--- src/common/spart_bus_pkg.sv ---
package spart_bus_pkg;

	//////////////////////////////
	// Bus types
	//////////////////////////////

	// One data byte on the SPART bus
	typedef logic [7:0] bus_byte_t;

	// SPART register select
	typedef logic [1:0] io_addr_t;

	// Baud generator divisor, written as two bytes
	typedef logic [15:0] divisor_t;

	//////////////////////////////
	// Register map
	//////////////////////////////

	// Transmit buffer on write, receive buffer on read
	localparam io_addr_t ADDR_DATA   = 2'd0;
	localparam io_addr_t ADDR_DIV_LO = 2'd2;
	localparam io_addr_t ADDR_DIV_HI = 2'd3;

	// Divisor table, indexed by br_cfg 0 to 3
	localparam divisor_t DIV_4800  = 16'h12c0;
	localparam divisor_t DIV_9600  = 16'h2580;
	localparam divisor_t DIV_19200 = 16'h4b00;
	localparam divisor_t DIV_38400 = 16'h9600;

	//////////////////////////////
	// Console characters
	//////////////////////////////

	localparam bus_byte_t ASCII_CR    = 8'h0d;
	localparam bus_byte_t ASCII_SPACE = 8'h20;
	// Step the pointer down and up
	localparam bus_byte_t ASCII_DEC   = 8'h31;
	localparam bus_byte_t ASCII_INC   = 8'h32;

	// Bases for hex digit conversion, upper case letters
	localparam bus_byte_t ASCII_ZERO    = 8'h30;
	localparam bus_byte_t ASCII_UPPER_A = 8'h41;

endpackage

--- src/common/debug_pkg.sv ---
package debug_pkg;

	//////////////////////////////
	// Trace table
	//////////////////////////////

	// One captured trace value
	typedef logic [31:0] trace_word_t;

	// Entry index, also used as the dump pointer
	typedef logic [2:0] entry_idx_t;

	// Selects one hex digit of a trace word
	typedef logic [2:0] nibble_idx_t;

	localparam int NUM_ENTRIES = 6;

	// Hex digits per trace word
	localparam int HEX_DIGITS = 8;

	//////////////////////////////
	// Console FSM
	//////////////////////////////

	typedef enum logic [3:0] {
		INIT_LO,
		INIT_HI,
		CMD_WAIT,
		LIST_INDEX,
		LIST_DIGIT,
		LIST_SPACE,
		ECHO_PTR,
		ECHO_SPACE,
		HEX_DIGIT,
		HEX_SPACE
	} console_state_t;

endpackage

--- src/trace_capture.sv ---
`timescale 1ns/10ps

module trace_capture (
	input  logic                   clk,
	input  logic                   rst,
	input  logic                   trace_valid,
	input  debug_pkg::entry_idx_t  trace_idx,
	input  debug_pkg::trace_word_t trace_data,
	input  debug_pkg::entry_idx_t  rd_idx,
	output debug_pkg::trace_word_t rd_data
);

	debug_pkg::trace_word_t entries [debug_pkg::NUM_ENTRIES];

	logic trace_hit;

	// Indices past the table are dropped
	assign trace_hit = trace_valid &&
		(trace_idx < debug_pkg::entry_idx_t'(debug_pkg::NUM_ENTRIES));

	//////////////////////////////
	// Write port
	//////////////////////////////

	always_ff @(posedge clk or posedge rst) begin
		if (rst) begin
			for (int i = 0; i < debug_pkg::NUM_ENTRIES; i++) begin
				entries[i] <= '0;
			end
		end else if (trace_hit) begin
			entries[trace_idx] <= trace_data;
		end
	end

	//////////////////////////////
	// Read port
	//////////////////////////////

	// Unmatched index falls through as zero
	always_comb begin
		rd_data = '0;
		for (int i = 0; i < debug_pkg::NUM_ENTRIES; i++) begin
			if (rd_idx == debug_pkg::entry_idx_t'(i)) begin
				rd_data = entries[i];
			end
		end
	end

endmodule

--- src/console/dump_cursor.sv ---
`timescale 1ns/10ps

module dump_cursor (
	input  logic                      clk,
	input  logic                      rst,
	input  logic                      ptr_clear,
	input  logic                      ptr_inc,
	input  logic                      ptr_dec,
	input  logic                      nib_load,
	input  logic                      nib_clear,
	input  logic                      nib_dec,
	input  debug_pkg::trace_word_t    rd_data,
	output debug_pkg::entry_idx_t     rd_idx,
	output debug_pkg::entry_idx_t     ptr,
	output spart_bus_pkg::bus_byte_t  ptr_ascii,
	output spart_bus_pkg::bus_byte_t  digit_ascii,
	output logic                      nib_last
);

	debug_pkg::nibble_idx_t nib;
	logic [3:0]             digit;

	// Upper case hex digit to its character
	function automatic spart_bus_pkg::bus_byte_t hex_to_ascii(input logic [3:0] hex);
		spart_bus_pkg::bus_byte_t code;
		if (hex < 4'd10) begin
			code = spart_bus_pkg::ASCII_ZERO + {4'h0, hex};
		end else begin
			code = spart_bus_pkg::ASCII_UPPER_A + {4'h0, hex - 4'd10};
		end
		return code;
	endfunction

	//////////////////////////////
	// Pointer and nibble counter
	//////////////////////////////

	// Pointer wraps modulo eight
	always_ff @(posedge clk or posedge rst) begin
		if (rst) begin
			ptr <= '0;
		end else if (ptr_clear) begin
			ptr <= '0;
		end else if (ptr_inc) begin
			ptr <= ptr + 3'd1;
		end else if (ptr_dec) begin
			ptr <= ptr - 3'd1;
		end
	end

	always_ff @(posedge clk or posedge rst) begin
		if (rst) begin
			nib <= '0;
		end else if (nib_load) begin
			nib <= debug_pkg::nibble_idx_t'(debug_pkg::HEX_DIGITS - 1);
		end else if (nib_clear) begin
			nib <= '0;
		end else if (nib_dec) begin
			nib <= nib - 3'd1;
		end
	end

	//////////////////////////////
	// Character conversion
	//////////////////////////////

	assign rd_idx      = ptr;
	assign digit       = rd_data[{nib, 2'b00} +: 4];
	assign digit_ascii = hex_to_ascii(digit);
	assign ptr_ascii   = hex_to_ascii({1'b0, ptr});
	assign nib_last    = (nib == '0);

endmodule

--- src/console/console_fsm.sv ---
`timescale 1ns/10ps

module console_fsm (
	input  logic                      clk,
	input  logic                      rst,
	input  logic [1:0]                br_cfg,
	input  logic                      rda,
	input  logic                      tbr,
	input  spart_bus_pkg::bus_byte_t  db_in,
	input  debug_pkg::entry_idx_t     ptr,
	input  spart_bus_pkg::bus_byte_t  ptr_ascii,
	input  spart_bus_pkg::bus_byte_t  digit_ascii,
	input  logic                      nib_last,
	output logic                      iocs,
	output logic                      iorw,
	output spart_bus_pkg::io_addr_t   ioaddr,
	output spart_bus_pkg::bus_byte_t  db_out,
	output logic                      db_oe,
	output logic                      ptr_clear,
	output logic                      ptr_inc,
	output logic                      ptr_dec,
	output logic                      nib_load,
	output logic                      nib_clear,
	output logic                      nib_dec
);

	debug_pkg::console_state_t state;
	debug_pkg::console_state_t state_next;

	// Low after reset until the first clock edge
	logic started;

	spart_bus_pkg::divisor_t divisor;

	// Access request for this cycle
	logic                     wr_en;
	logic                     rd_en;
	spart_bus_pkg::io_addr_t  wr_addr;
	spart_bus_pkg::bus_byte_t wr_byte;

	function automatic spart_bus_pkg::divisor_t div_lookup(input logic [1:0] cfg);
		spart_bus_pkg::divisor_t div;
		case (cfg)
			2'd0:    div = spart_bus_pkg::DIV_4800;
			2'd1:    div = spart_bus_pkg::DIV_9600;
			2'd2:    div = spart_bus_pkg::DIV_19200;
			default: div = spart_bus_pkg::DIV_38400;
		endcase
		return div;
	endfunction

	assign divisor = div_lookup(br_cfg);

	//////////////////////////////
	// State registers
	//////////////////////////////

	always_ff @(posedge clk or posedge rst) begin
		if (rst) begin
			state   <= debug_pkg::INIT_LO;
			started <= 1'b0;
		end else begin
			state   <= state_next;
			started <= 1'b1;
		end
	end

	//////////////////////////////
	// Next state and bus requests
	//////////////////////////////

	always_comb begin
		state_next = state;
		wr_en      = 1'b0;
		rd_en      = 1'b0;
		wr_addr    = spart_bus_pkg::ADDR_DATA;
		wr_byte    = '0;
		ptr_clear  = 1'b0;
		ptr_inc    = 1'b0;
		ptr_dec    = 1'b0;
		nib_load   = 1'b0;
		nib_clear  = 1'b0;
		nib_dec    = 1'b0;

		case (state)
			debug_pkg::INIT_LO: begin
				if (started) begin
					wr_en      = 1'b1;
					wr_addr    = spart_bus_pkg::ADDR_DIV_LO;
					wr_byte    = divisor[7:0];
					state_next = debug_pkg::INIT_HI;
				end
			end
			debug_pkg::INIT_HI: begin
				wr_en      = 1'b1;
				wr_addr    = spart_bus_pkg::ADDR_DIV_HI;
				wr_byte    = divisor[15:8];
				state_next = debug_pkg::CMD_WAIT;
			end
			// Receive byte is decoded in the cycle it is read
			debug_pkg::CMD_WAIT: begin
				if (rda) begin
					rd_en = 1'b1;
					case (db_in)
						spart_bus_pkg::ASCII_CR: begin
							ptr_clear  = 1'b1;
							nib_clear  = 1'b1;
							state_next = debug_pkg::LIST_INDEX;
						end
						spart_bus_pkg::ASCII_SPACE: begin
							ptr_clear  = 1'b1;
							nib_load   = 1'b1;
							state_next = debug_pkg::HEX_DIGIT;
						end
						spart_bus_pkg::ASCII_DEC: begin
							ptr_dec    = 1'b1;
							state_next = debug_pkg::ECHO_PTR;
						end
						spart_bus_pkg::ASCII_INC: begin
							ptr_inc    = 1'b1;
							state_next = debug_pkg::ECHO_PTR;
						end
						default: state_next = debug_pkg::CMD_WAIT;
					endcase
				end
			end
			// Short list: index, low digit, space per entry
			debug_pkg::LIST_INDEX: begin
				if (tbr) begin
					wr_en      = 1'b1;
					wr_byte    = ptr_ascii;
					state_next = debug_pkg::LIST_DIGIT;
				end
			end
			debug_pkg::LIST_DIGIT: begin
				if (tbr) begin
					wr_en      = 1'b1;
					wr_byte    = digit_ascii;
					ptr_inc    = 1'b1;
					state_next = debug_pkg::LIST_SPACE;
				end
			end
			debug_pkg::LIST_SPACE: begin
				if (tbr) begin
					wr_en   = 1'b1;
					wr_byte = spart_bus_pkg::ASCII_SPACE;
					if (ptr == debug_pkg::entry_idx_t'(debug_pkg::NUM_ENTRIES)) begin
						state_next = debug_pkg::CMD_WAIT;
					end else begin
						state_next = debug_pkg::LIST_INDEX;
					end
				end
			end
			// Pointer echo after a step
			debug_pkg::ECHO_PTR: begin
				if (tbr) begin
					wr_en      = 1'b1;
					wr_byte    = ptr_ascii;
					state_next = debug_pkg::ECHO_SPACE;
				end
			end
			debug_pkg::ECHO_SPACE: begin
				if (tbr) begin
					wr_en      = 1'b1;
					wr_byte    = spart_bus_pkg::ASCII_SPACE;
					state_next = debug_pkg::CMD_WAIT;
				end
			end
			// Full dump, most significant digit first
			debug_pkg::HEX_DIGIT: begin
				if (tbr) begin
					wr_en   = 1'b1;
					wr_byte = digit_ascii;
					if (nib_last) begin
						state_next = debug_pkg::HEX_SPACE;
					end else begin
						nib_dec = 1'b1;
					end
				end
			end
			debug_pkg::HEX_SPACE: begin
				if (tbr) begin
					wr_en   = 1'b1;
					wr_byte = spart_bus_pkg::ASCII_SPACE;
					if (ptr == debug_pkg::entry_idx_t'(debug_pkg::NUM_ENTRIES - 1)) begin
						state_next = debug_pkg::CMD_WAIT;
					end else begin
						ptr_inc    = 1'b1;
						nib_load   = 1'b1;
						state_next = debug_pkg::HEX_DIGIT;
					end
				end
			end
			default: state_next = debug_pkg::CMD_WAIT;
		endcase
	end

	// Bus pins from the request
	assign iocs   = wr_en | rd_en;
	assign iorw   = ~wr_en;
	assign db_oe  = wr_en;
	assign ioaddr = wr_addr;
	assign db_out = wr_byte;

endmodule

--- src/spart_driver.sv ---
`timescale 1ns/10ps

module spart_driver (
	input  logic                      clk,
	input  logic                      rst,
	input  logic [1:0]                br_cfg,
	input  logic                      rda,
	input  logic                      tbr,
	input  spart_bus_pkg::bus_byte_t  db_in,
	output logic                      iocs,
	output logic                      iorw,
	output spart_bus_pkg::io_addr_t   ioaddr,
	output spart_bus_pkg::bus_byte_t  db_out,
	output logic                      db_oe,
	input  logic                      trace_valid,
	input  debug_pkg::entry_idx_t     trace_idx,
	input  debug_pkg::trace_word_t    trace_data
);

	// Cursor control from the console
	logic ptr_clear;
	logic ptr_inc;
	logic ptr_dec;
	logic nib_load;
	logic nib_clear;
	logic nib_dec;

	// Cursor state and converted characters
	debug_pkg::entry_idx_t    ptr;
	spart_bus_pkg::bus_byte_t ptr_ascii;
	spart_bus_pkg::bus_byte_t digit_ascii;
	logic                     nib_last;

	// Table read path
	debug_pkg::entry_idx_t  rd_idx;
	debug_pkg::trace_word_t rd_data;

	trace_capture i_trace_capture (
		.clk         (clk),
		.rst         (rst),
		.trace_valid (trace_valid),
		.trace_idx   (trace_idx),
		.trace_data  (trace_data),
		.rd_idx      (rd_idx),
		.rd_data     (rd_data)
	);

	dump_cursor i_dump_cursor (
		.clk         (clk),
		.rst         (rst),
		.ptr_clear   (ptr_clear),
		.ptr_inc     (ptr_inc),
		.ptr_dec     (ptr_dec),
		.nib_load    (nib_load),
		.nib_clear   (nib_clear),
		.nib_dec     (nib_dec),
		.rd_data     (rd_data),
		.rd_idx      (rd_idx),
		.ptr         (ptr),
		.ptr_ascii   (ptr_ascii),
		.digit_ascii (digit_ascii),
		.nib_last    (nib_last)
	);

	console_fsm i_console_fsm (
		.clk         (clk),
		.rst         (rst),
		.br_cfg      (br_cfg),
		.rda         (rda),
		.tbr         (tbr),
		.db_in       (db_in),
		.ptr         (ptr),
		.ptr_ascii   (ptr_ascii),
		.digit_ascii (digit_ascii),
		.nib_last    (nib_last),
		.iocs        (iocs),
		.iorw        (iorw),
		.ioaddr      (ioaddr),
		.db_out      (db_out),
		.db_oe       (db_oe),
		.ptr_clear   (ptr_clear),
		.ptr_inc     (ptr_inc),
		.ptr_dec     (ptr_dec),
		.nib_load    (nib_load),
		.nib_clear   (nib_clear),
		.nib_dec     (nib_dec)
	);

endmodule

--- config.mk ---
export PLATFORM = sky130hd
export DESIGN_NAME = spart_driver
export DESIGN_NICKNAME = d
export VERILOG_FILES = /design/src/common/spart_bus_pkg.sv /design/src/common/debug_pkg.sv /design/src/trace_capture.sv /design/src/console/dump_cursor.sv /design/src/console/console_fsm.sv /design/src/spart_driver.sv
export SDC_FILE = /design/constraint.sdc
export NUM_CORES = 1
export LEC_CHECK = 0
export ABC_CLOCK_PERIOD_IN_PS = 13000
export BUFFER_PORTS_ARGS = -buffer_cell sky130_fd_sc_hd__buf_2
export CELL_PAD_IN_SITES_DETAIL_PLACEMENT = 1
export CELL_PAD_IN_SITES_GLOBAL_PLACEMENT = 2
export CORE_MARGIN = 4
export CORE_UTILIZATION = 45
export DETAILED_ROUTE_END_ITERATION = 7
export PLACE_DENSITY = 0.93
export RECOVER_POWER = 50
export REMOVE_ABC_BUFFERS = 1
export SYNTH_ARGS = -nofsm -noshare
export SYNTH_HDL_FRONTEND = slang
export SYNTH_SLANG_ARGS = --single-unit
export TNS_END_PERCENT = 5
--- constraint.sdc ---
create_clock -name clk -period 13 [get_ports clk]
set_clock_uncertainty 0.15 [all_clocks]
set_input_delay 2.6 -clock clk [delete_from_list [all_inputs] [get_ports clk]]
set_output_delay 2.6 -clock clk [all_outputs]
set_load 0.005 [all_outputs]
==> results of run 1 <==
[cells in the mapped netlist (all sizes together), types with 4 or more instances]
| master | count | area, um^2 |
|---|---|---|
| o2111ai | 7 | 61.3 |
| nand3b | 18 | 135 |
| a21oi | 50 | 250 |
| mux4 | 4 | 90.1 |
| inv | 21 | 78.8 |
| a211o | 5 | 43.8 |
| nand2b | 9 | 56.3 |
| a221oi | 13 | 114 |
| a211oi | 12 | 90.1 |
| mux2i | 6 | 60.1 |
| nor4 | 5 | 31.3 |
| dfrtp | 203 | 5080 |
| nand2 | 50 | 190 |
| ha | 17 | 213 |
| nor2b | 26 | 163 |
| nor3b | 5 | 37.5 |
| o221ai | 5 | 43.8 |
| a31oi | 10 | 62.6 |
| and3 | 6 | 37.5 |
| mux2 | 188 | 2120 |
| nor2 | 32 | 130 |
| a2111oi | 7 | 80.1 |
| o21ai | 47 | 235 |
| buf | 40 | 233 |
| a41oi | 4 | 35.0 |
| nand3 | 15 | 75.1 |
| o211ai | 11 | 87.6 |
| clkbuf | 30 | 113 |
| xnor2 | 6 | 52.6 |
| nor3 | 11 | 55.1 |
| a22oi | 6 | 45.0 |
[metrics by stage]
stage                     total power [uW]  instances  cell area, um^2  util (%)  setup WS (ns)
after global routing                  2770       1299            11800      50.6           5.18
final                                 2600       1299            11800      50.6           5.36
after floorplan                       1620        865            10300         -           4.71
after global placement                1950       1258            11200      47.7           6.17
after CTS                             2620       1299            11900      50.7           5.44
after detailed placement              1990       1258            11200      47.7           6.01
[registers in the layout (all words and copies together), names as in the netlist]
signal	flops
i_trace_capture.entries	192
i_console_fsm.state	4
i_dump_cursor.nib	3
i_dump_cursor.ptr	3
i_console_fsm.started	1
[power by group]
group	internal, uW	switching, uW
clock	355	257
sequential	778	114
combinational	459	639
[layer usage]
layer | global-route usage [%] | wire length, um
met5 | 0 | 0
met4 | 8.34 | 1150
met3 | 3.25 | 1400
met2 | 38.2 | 14600
met1 | 30.8 | 13000
[logic make-up (layout without fill, tap and decap cells)]
| group | Yosys count | after routing | synth area share (%) |
|---|---|---|---|
| AOI/OAI and AO/OA | 219 | 219 | 14.2 |
| xor gates and xnor gates | 7 | 7 | 0.575 |
| DFF | 203 | 203 | 47.7 |
| other | 1 | 1 | 0.0352 |
| and+or+nand+nor | 198 | 198 | 10.3 |
| muxes | 198 | 198 | 21.3 |
| adders and majority gates | 17 | 17 | 2.00 |
| buffers and inverters | 92 | 137 | 4.01 |
[area by class of cell]
type	instances	share of cell area, %
Multi-Input combinational cell	640	43.7
Clock inverter	6	0.338
Tap cell	319	3.37
Sequential cell	203	42.9
Clock buffer	35	5.67
Inverter	22	0.708
Timing Repair Buffer	74	3.26
[worst paths after layout]
kind,startpoint,end,slack (ns),depth (start not counted)
min in group asynchronous,rst,i_trace_capture.entries[118],3.60,2
worst min-delay path,i_trace_capture.entries[58],i_trace_capture.entries[58],0.36,1
worst max-delay path,i_dump_cursor.ptr[0],db_out[2],5.36,13
worst min register to register,i_trace_capture.entries[58],i_trace_capture.entries[58],0.36,1
max in group asynchronous,rst,i_trace_capture.entries[127],6.33,3
worst max register to register,i_dump_cursor.ptr[1],i_dump_cursor.ptr[2],9.20,11
==> impl_metrics.py, run 1 <==
metrics = {
    "run_status": {
        "status": "complete, but fails checks",
        "violations_in_the_final_reports": "max-capacitance violations, max-slew violations",
    },
    "job": {
        "timing.max_cap.violations": 4,
    },
    "drt": {
        "average_vias_per_placed_instance": 6.06,
        "remaining_drc_errors": 0,
        "drt_iter0_drc": 499,
        "ant_nets": 0,
        "totalWireLength_um": 30200,
        "wl_per_cell_um": 23.2,
        "drt-pass1-iter-count": 6,
        "via_count": 7872,
    },
    "global_route": {
        "initial_antenna_violation_count": 0,
        "grt_first_pass_wirelength_um": 48400,
        "pin_count_of_the_biggest_net_entering_global_routing": 125,
        "globalRouteOverflowTotal": 0,
        "first_global_vias": 8459,
        "gr-usage-all-layers_pct": 22.9,
    },
    "cells_and_area": {
        "n_fill_cell": 2508,
        "regArea_mm2": 0.00508,
        "layout.cells.most_common_list": "dfrtp_1, mux2_2, buf_2",
        "antenna_cells_inserted": 0,
        "layout.nets": 1031,
        "leading_cell_type_in_the_layout_fill_and_taps_excluded": "dfrtp_1",
        "post_route_cells_drive_above_1_share_pct": 31.5,
        "area_delta_synth_final_pct": 11.0,
        "multiInputGateArea_mm2": 0.00517,
    },
    "clocking": {
        "postCtsSetupRepairBufs": 0,
        "postCtsHoldBufs": 0,
        "cts-root-buf": "clkbuf_16",
        "tritoncts": "done",
        "insertion_delay_ns": 0.51,
        "postCtsResizedCells": 0,
        "tritoncts.num_buffers": 23,
        "cts.htree.levels": 1,
        "clock_path_buffers": 3,
        "clock_sinks": 203,
        "clk_pin_slew_ns": 0.06,
    },
    "setup_path": {
        "kind_of_cell_adding_the_most_delay_to_the_critical_path": "compound AO/OA/AOI/OAI gates",
        "worstPathArrival_ns": 4.89,
        "max_fo_critical_path": 27,
        "crit_path_cell_trace": "inv_1 > ha_1 > buf_4 > o21ai_0 > o21ai_0 > a21oi_1 > a2111oi_0 > o211ai_1 > ha_1 > xnor2_1 > o21ai_0 > o221ai_1 > buf_2",
        "critical_path.most_common_cell": "o21ai_0",
        "cp_capture_type": "primary output",
        "crit_type": "reg2out",
        "critical_path.slowest_cell": "ha_1",
        "critical_path.startpoint_type": "register",
        "cp.buffers_inverters": 3,
        "critical_path_required_ns": 10.25,
        "cp_slowest_stage_delay_ns": 0.63,
    },
    "die": {
        "core_mm2": 0.0234,
        "width_of_the_die_um": 162,
        "die-height_um": 162,
        "boundaryPins": 63,
        "num_rows": 56,
        "initial_core_util_pct": 45.6,
        "dieArea_mm2": 0.0262,
    },
    "synth": {
        "post_synth.cell_area_avg_um2": 11.4,
        "yosys_most_used_dff": "dfrtp_1",
        "async_flop_share_pct": 100,
        "yosysUniqueCellTypes": 78,
        "yosysWarningCount": 0,
        "synth_seq_cells": 203,
        "synth_seq_area_share_pct": 47.7,
        "postSynthCellCount": 935,
        "synthesis.area_mm2": 0.0107,
        "synth_edf_count": 0,
    },
    "timing": {
        "slew_headroom_pct": -267,
        "clock.fmax_mhz": 131,
        "finalHoldViolations": 0,
        "rsz0062_at_grt": "no",
        "slew_of_the_pin_with_the_lowest_slew_margin_ns": 5.47,
        "final_critical_period_ns": 7.64,
        "fin_crit_sh_pct": 58.7,
        "setup-violations-final": 0,
        "final_max_slew_viol_count": 227,
        "holdWs_ns": 0.357,
        "totalNegativeSetupSlack_ns": 0,
    },
    "placed_design": {
        "portBuffers": 62,
        "globalplace.congestion": 0.830,
        "place.detailed.hpwl_um": 19200,
    },
    "hold_path": {
        "hp-class": "reg2reg",
    },
    "power": {
        "powerDensity_mw_per_mm2": 220,
        "power.static_leakage_uw": 0.00486,
        "peakVddDrop_mv": 0.114,
    },
}
No activity file was read; power rests on OpenSTA's default activity.
==> run 2: changes to the inputs <==
--- a/config.mk
+++ b/config.mk
@@ -5,14 +5,15 @@
 export SDC_FILE = /design/constraint.sdc
 export NUM_CORES = 1
 export LEC_CHECK = 0
-export ABC_CLOCK_PERIOD_IN_PS = 13000
+export ABC_AREA = 1
+export ABC_CLOCK_PERIOD_IN_PS = 6850
 export BUFFER_PORTS_ARGS = -buffer_cell sky130_fd_sc_hd__buf_2
 export CELL_PAD_IN_SITES_DETAIL_PLACEMENT = 1
 export CELL_PAD_IN_SITES_GLOBAL_PLACEMENT = 2
 export CORE_MARGIN = 4
-export CORE_UTILIZATION = 45
+export CORE_UTILIZATION = 32
 export DETAILED_ROUTE_END_ITERATION = 7
-export PLACE_DENSITY = 0.93
+export PLACE_DENSITY = 0.82
 export RECOVER_POWER = 50
 export REMOVE_ABC_BUFFERS = 1
 export SYNTH_ARGS = -nofsm -noshare
==> constraint.sdc (replaced) <==
create_clock -name clk -period 6.85 [get_ports clk]
set_clock_uncertainty 0.15 [all_clocks]
set_input_delay 1.37 -clock clk [delete_from_list [all_inputs] [get_ports clk]]
set_output_delay 1.37 -clock clk [all_outputs]
set_load 0.005 [all_outputs]
==> run 2 against run 1 <==
Clock power rose by 96%; register-to-register slack lost 5.3 ns; critical endpoint is now db_out[4]; first-iteration DRC count grew 3.4%; the flow still finishes with violations (max-capacitance violations, max-slew violations); setup slack lost 4.5 ns; largest cell class is now sequential cells.
==> impl_metrics.py, run 2 <==
metrics = {
    "placed_design": {
        "place_inst": 1861,
        "portBuffers": 62,
        "place.detailed.hpwl_um": 21100,
        "globalplace.congestion": 0.808,
    },
    "clocking": {
        "tritoncts.num_buffers": 24,
        "postCtsHoldBufs": 0,
        "clock_path_buffers": 3,
        "cts.htree.levels": 1,
        "clk_pin_slew_ns": 0.06,
        "tritoncts": "done",
        "postCtsSetupRepairBufs": 0,
        "clock_sinks": 203,
        "cts-root-buf": "clkbuf_16",
        "insertion_delay_ns": 0.52,
        "postCtsResizedCells": 0,
    },
    "drt": {
        "remaining_drc_errors": 0,
        "ant_nets": 0,
        "wl_per_cell_um": 17.1,
        "via_count": 9321,
        "drt_iter0_drc": 516,
        "drt-pass1-iter-count": 5,
        "average_vias_per_placed_instance": 4.90,
        "totalWireLength_um": 32600,
    },
    "cells_and_area": {
        "utilization_pct": 36.7,
        "largest_reg_flops": 192,
        "layout.cells.most_common_list": "nand2_1, o21ai_0, dfrtp_1",
        "layout.nets": 1512,
        "finish.cell_count_without_fillers": 1902,
        "regArea_mm2": 0.00508,
        "largest-register": "i_trace_capture.entries",
        "largestRegisters": "i_trace_capture.entries: 192 flops, i_console_fsm.state: 4 flops",
        "area_delta_synth_final_pct": 13.2,
        "multiInputGateArea_mm2": 0.00463,
        "n_fill_cell": 4039,
        "leading_cell_type_in_the_layout_fill_and_taps_excluded": "nand2_1",
        "antenna_cells_inserted": 0,
        "post_route_cells_drive_above_1_share_pct": 9.93,
    },
    "power": {
        "seq_power_share_pct": 34.7,
        "part_of_the_power_in_combinational_logic_pct": 38.9,
        "internal-power_uw": 2730,
        "powerDensity_mw_per_mm2": 384,
        "peakVddDrop_mv": 0.151,
        "pwr-share-clk_pct": 26.4,
        "total_switching_power_uw": 1850,
        "power.static_leakage_uw": 0.00605,
        "power.switching_fraction_pct": 40.4,
    },
    "die": {
        "dieArea_mm2": 0.0359,
        "num_rows": 66,
        "initial_core_util_pct": 32.4,
        "die-height_um": 189,
        "boundaryPins": 63,
        "core_mm2": 0.0325,
        "width_of_the_die_um": 189,
    },
    "timing": {
        "totalNegativeSetupSlack_ns": 0,
        "clock.fmax_mhz": 166,
        "final_critical_period_ns": 6.01,
        "slew_headroom_pct": -176,
        "finalHoldViolations": 0,
        "rsz0062_at_grt": "no",
        "final_max_slew_viol_count": 417,
        "fin_crit_sh_pct": 87.8,
        "holdWs_ns": 0.325,
        "slew_of_the_pin_with_the_lowest_slew_margin_ns": 4.11,
        "setup-violations-final": 0,
    },
    "synth": {
        "yosys-top-cells-area": "dfrtp_1, nand2_1, o21ai_0",
        "synth.cells.most_frequent": "nand2_1, o21ai_0, dfrtp_1",
        "yosys.area.top_type_share_pct": 48.3,
        "synth_seq_cells": 203,
        "synthesis.area_mm2": 0.0105,
        "synth_edf_count": 0,
        "async_flop_share_pct": 100,
        "yosys_most_used_dff": "dfrtp_1",
        "postSynthCellCount": 1411,
        "yosysUniqueCellTypes": 43,
        "synth_seq_area_share_pct": 48.3,
        "synth_largest_area_cell": "dfrtp_1",
        "yosysWarningCount": 0,
        "post_synth.cell_area_avg_um2": 7.46,
        "synth.most_common_cell": "nand2_1",
    },
    "run_status": {
        "status": "complete, but fails checks",
        "violations_in_the_final_reports": "max-capacitance violations, max-slew violations",
    },
    "setup_path": {
        "cp_capture_type": "primary output",
        "critical_path.startpoint_type": "register",
        "critical_path_required_ns": 5.33,
        "worstPathArrival_ns": 4.49,
        "crit_type": "reg2out",
        "max_fo_critical_path": 20,
    },
    "job": {
        "timing.max_cap.violations": 6,
    },
    "global_route": {
        "globalRoute.busiestLayer": "met2",
        "grt_first_pass_wirelength_um": 54100,
        "globalRouteMet3Util_pct": 1.88,
        "first_global_vias": 10000,
        "met1_usage_pct": 25.0,
        "groute.layer.met2.usage_pct": 32.2,
        "initial_antenna_violation_count": 0,
        "globalRouteOverflowTotal": 0,
        "pin_count_of_the_biggest_net_entering_global_routing": 92,
        "gr-usage-all-layers_pct": 18.4,
    },
    "hold_path": {
        "hp-class": "reg2reg",
    },
}
run 2: cell types whose count changed in the layout (fill, tap and decap cells not counted), sizes merged, moves of 12 or more:
cell,before,now
nand2,50,465
a211oi,12,0
or2,1,22
nor2b,26,0
inv,21,126
o21ai,47,222
mux2,188,0
a221oi,13,1
a21oi,50,21
nor2,32,103
nand3b,18,1
nand3,15,110
run 2: through the flow:
step	instance area [um^2]	power, uW	worst slack, ns
after floorplan	10200	2760	-0.209
after global placement	11200	3350	1.55
after detailed placement	11200	3400	1.37
after CTS	11900	4640	0.795
after global routing	11900	4970	0.455
final	11900	4570	0.839
run 2: area by class of cell:
| cell class | instances | area share, % |
|---|---|---|
| Tap cell | 442 | 4.64 |
| Sequential cell | 203 | 42.6 |
| Timing Repair Buffer | 82 | 3.68 |
| Multi-Input combinational cell | 1006 | 38.9 |
| Inverter | 128 | 4.06 |
| Clock inverter | 4 | 0.168 |
| Clock buffer | 37 | 5.96 |
run 2: worst paths after layout:
check                                             start                      endpoint  slack (ns)  cells after the start
min in group asynchronous                           rst   i_trace_capture.entries[90]        1.90                      2
max in group asynchronous                           rst  i_trace_capture.entries[150]        2.50                      3
setup / recovery                   i_dump_cursor.ptr[1]                     db_out[4]        0.84                     21
hold / removal             i_trace_capture.entries[123]  i_trace_capture.entries[123]        0.32                      2
setup reg to reg                   i_dump_cursor.ptr[1]          i_dump_cursor.ptr[0]        3.94                     11
hold reg to reg            i_trace_capture.entries[123]  i_trace_capture.entries[123]        0.32                      2
run 2: critical path, stage by stage (launching register included):
cell	delay (ns)
dfrtp_1	0.42
inv_1	0.14
ha_1	0.56
inv_2	0.35
nor2_4	0.38
buf_4	0.29
nand2_1	0.07
nand3_1	0.08
nand3_1	0.07
nand2_1	0.09
nand2_1	0.06
o21ai_1	0.09
nand2_1	0.08
nand2_1	0.08
nand2_1	0.05
nand2_1	0.08
nand2_2	0.13
ha_1	0.36
nor3b_1	0.26
nand3_1	0.12
nand3_1	0.10
buf_2	0.11
run 2: cell families after synthesis:
| group | synth area share [%] |
|---|---|
| AND/OR/NAND/NOR | 27.9 |
| AO/OA/AOI/OAI | 13.5 |
| flip-flops | 48.3 |
| buffers and inverters | 7.89 |
| adder cells (fa/ha/maj) | 2.02 |
| XOR/XNOR | 0.333 |
| other | 0.0356 |
| multiplexers | 0.0951 |
run 2: power groups by stage:
| stage | logic (uW) | clock network (uW) | registers (uW) |
|---|---|---|---|
| final | 1780 | 1200 | 1590 |
| after global placement | 1750 | 0 | 1590 |
| after detailed placement | 1790 | 0 | 1600 |
| after global routing | 2060 | 1290 | 1620 |
| after CTS | 1810 | 1240 | 1590 |
| after floorplan | 1200 | 0 | 1570 |
run 2: routing by layer:
| layer | vias up | part of all wire (%) |
|---|---|---|
| li1 | 4574 | - |
| met1 | 4573 | 47 |
| met2 | 139 | 48 |
| met3 | 35 | 3.2 |
| met4 | 0 | 1.5 |
| met5 | - | 0 |
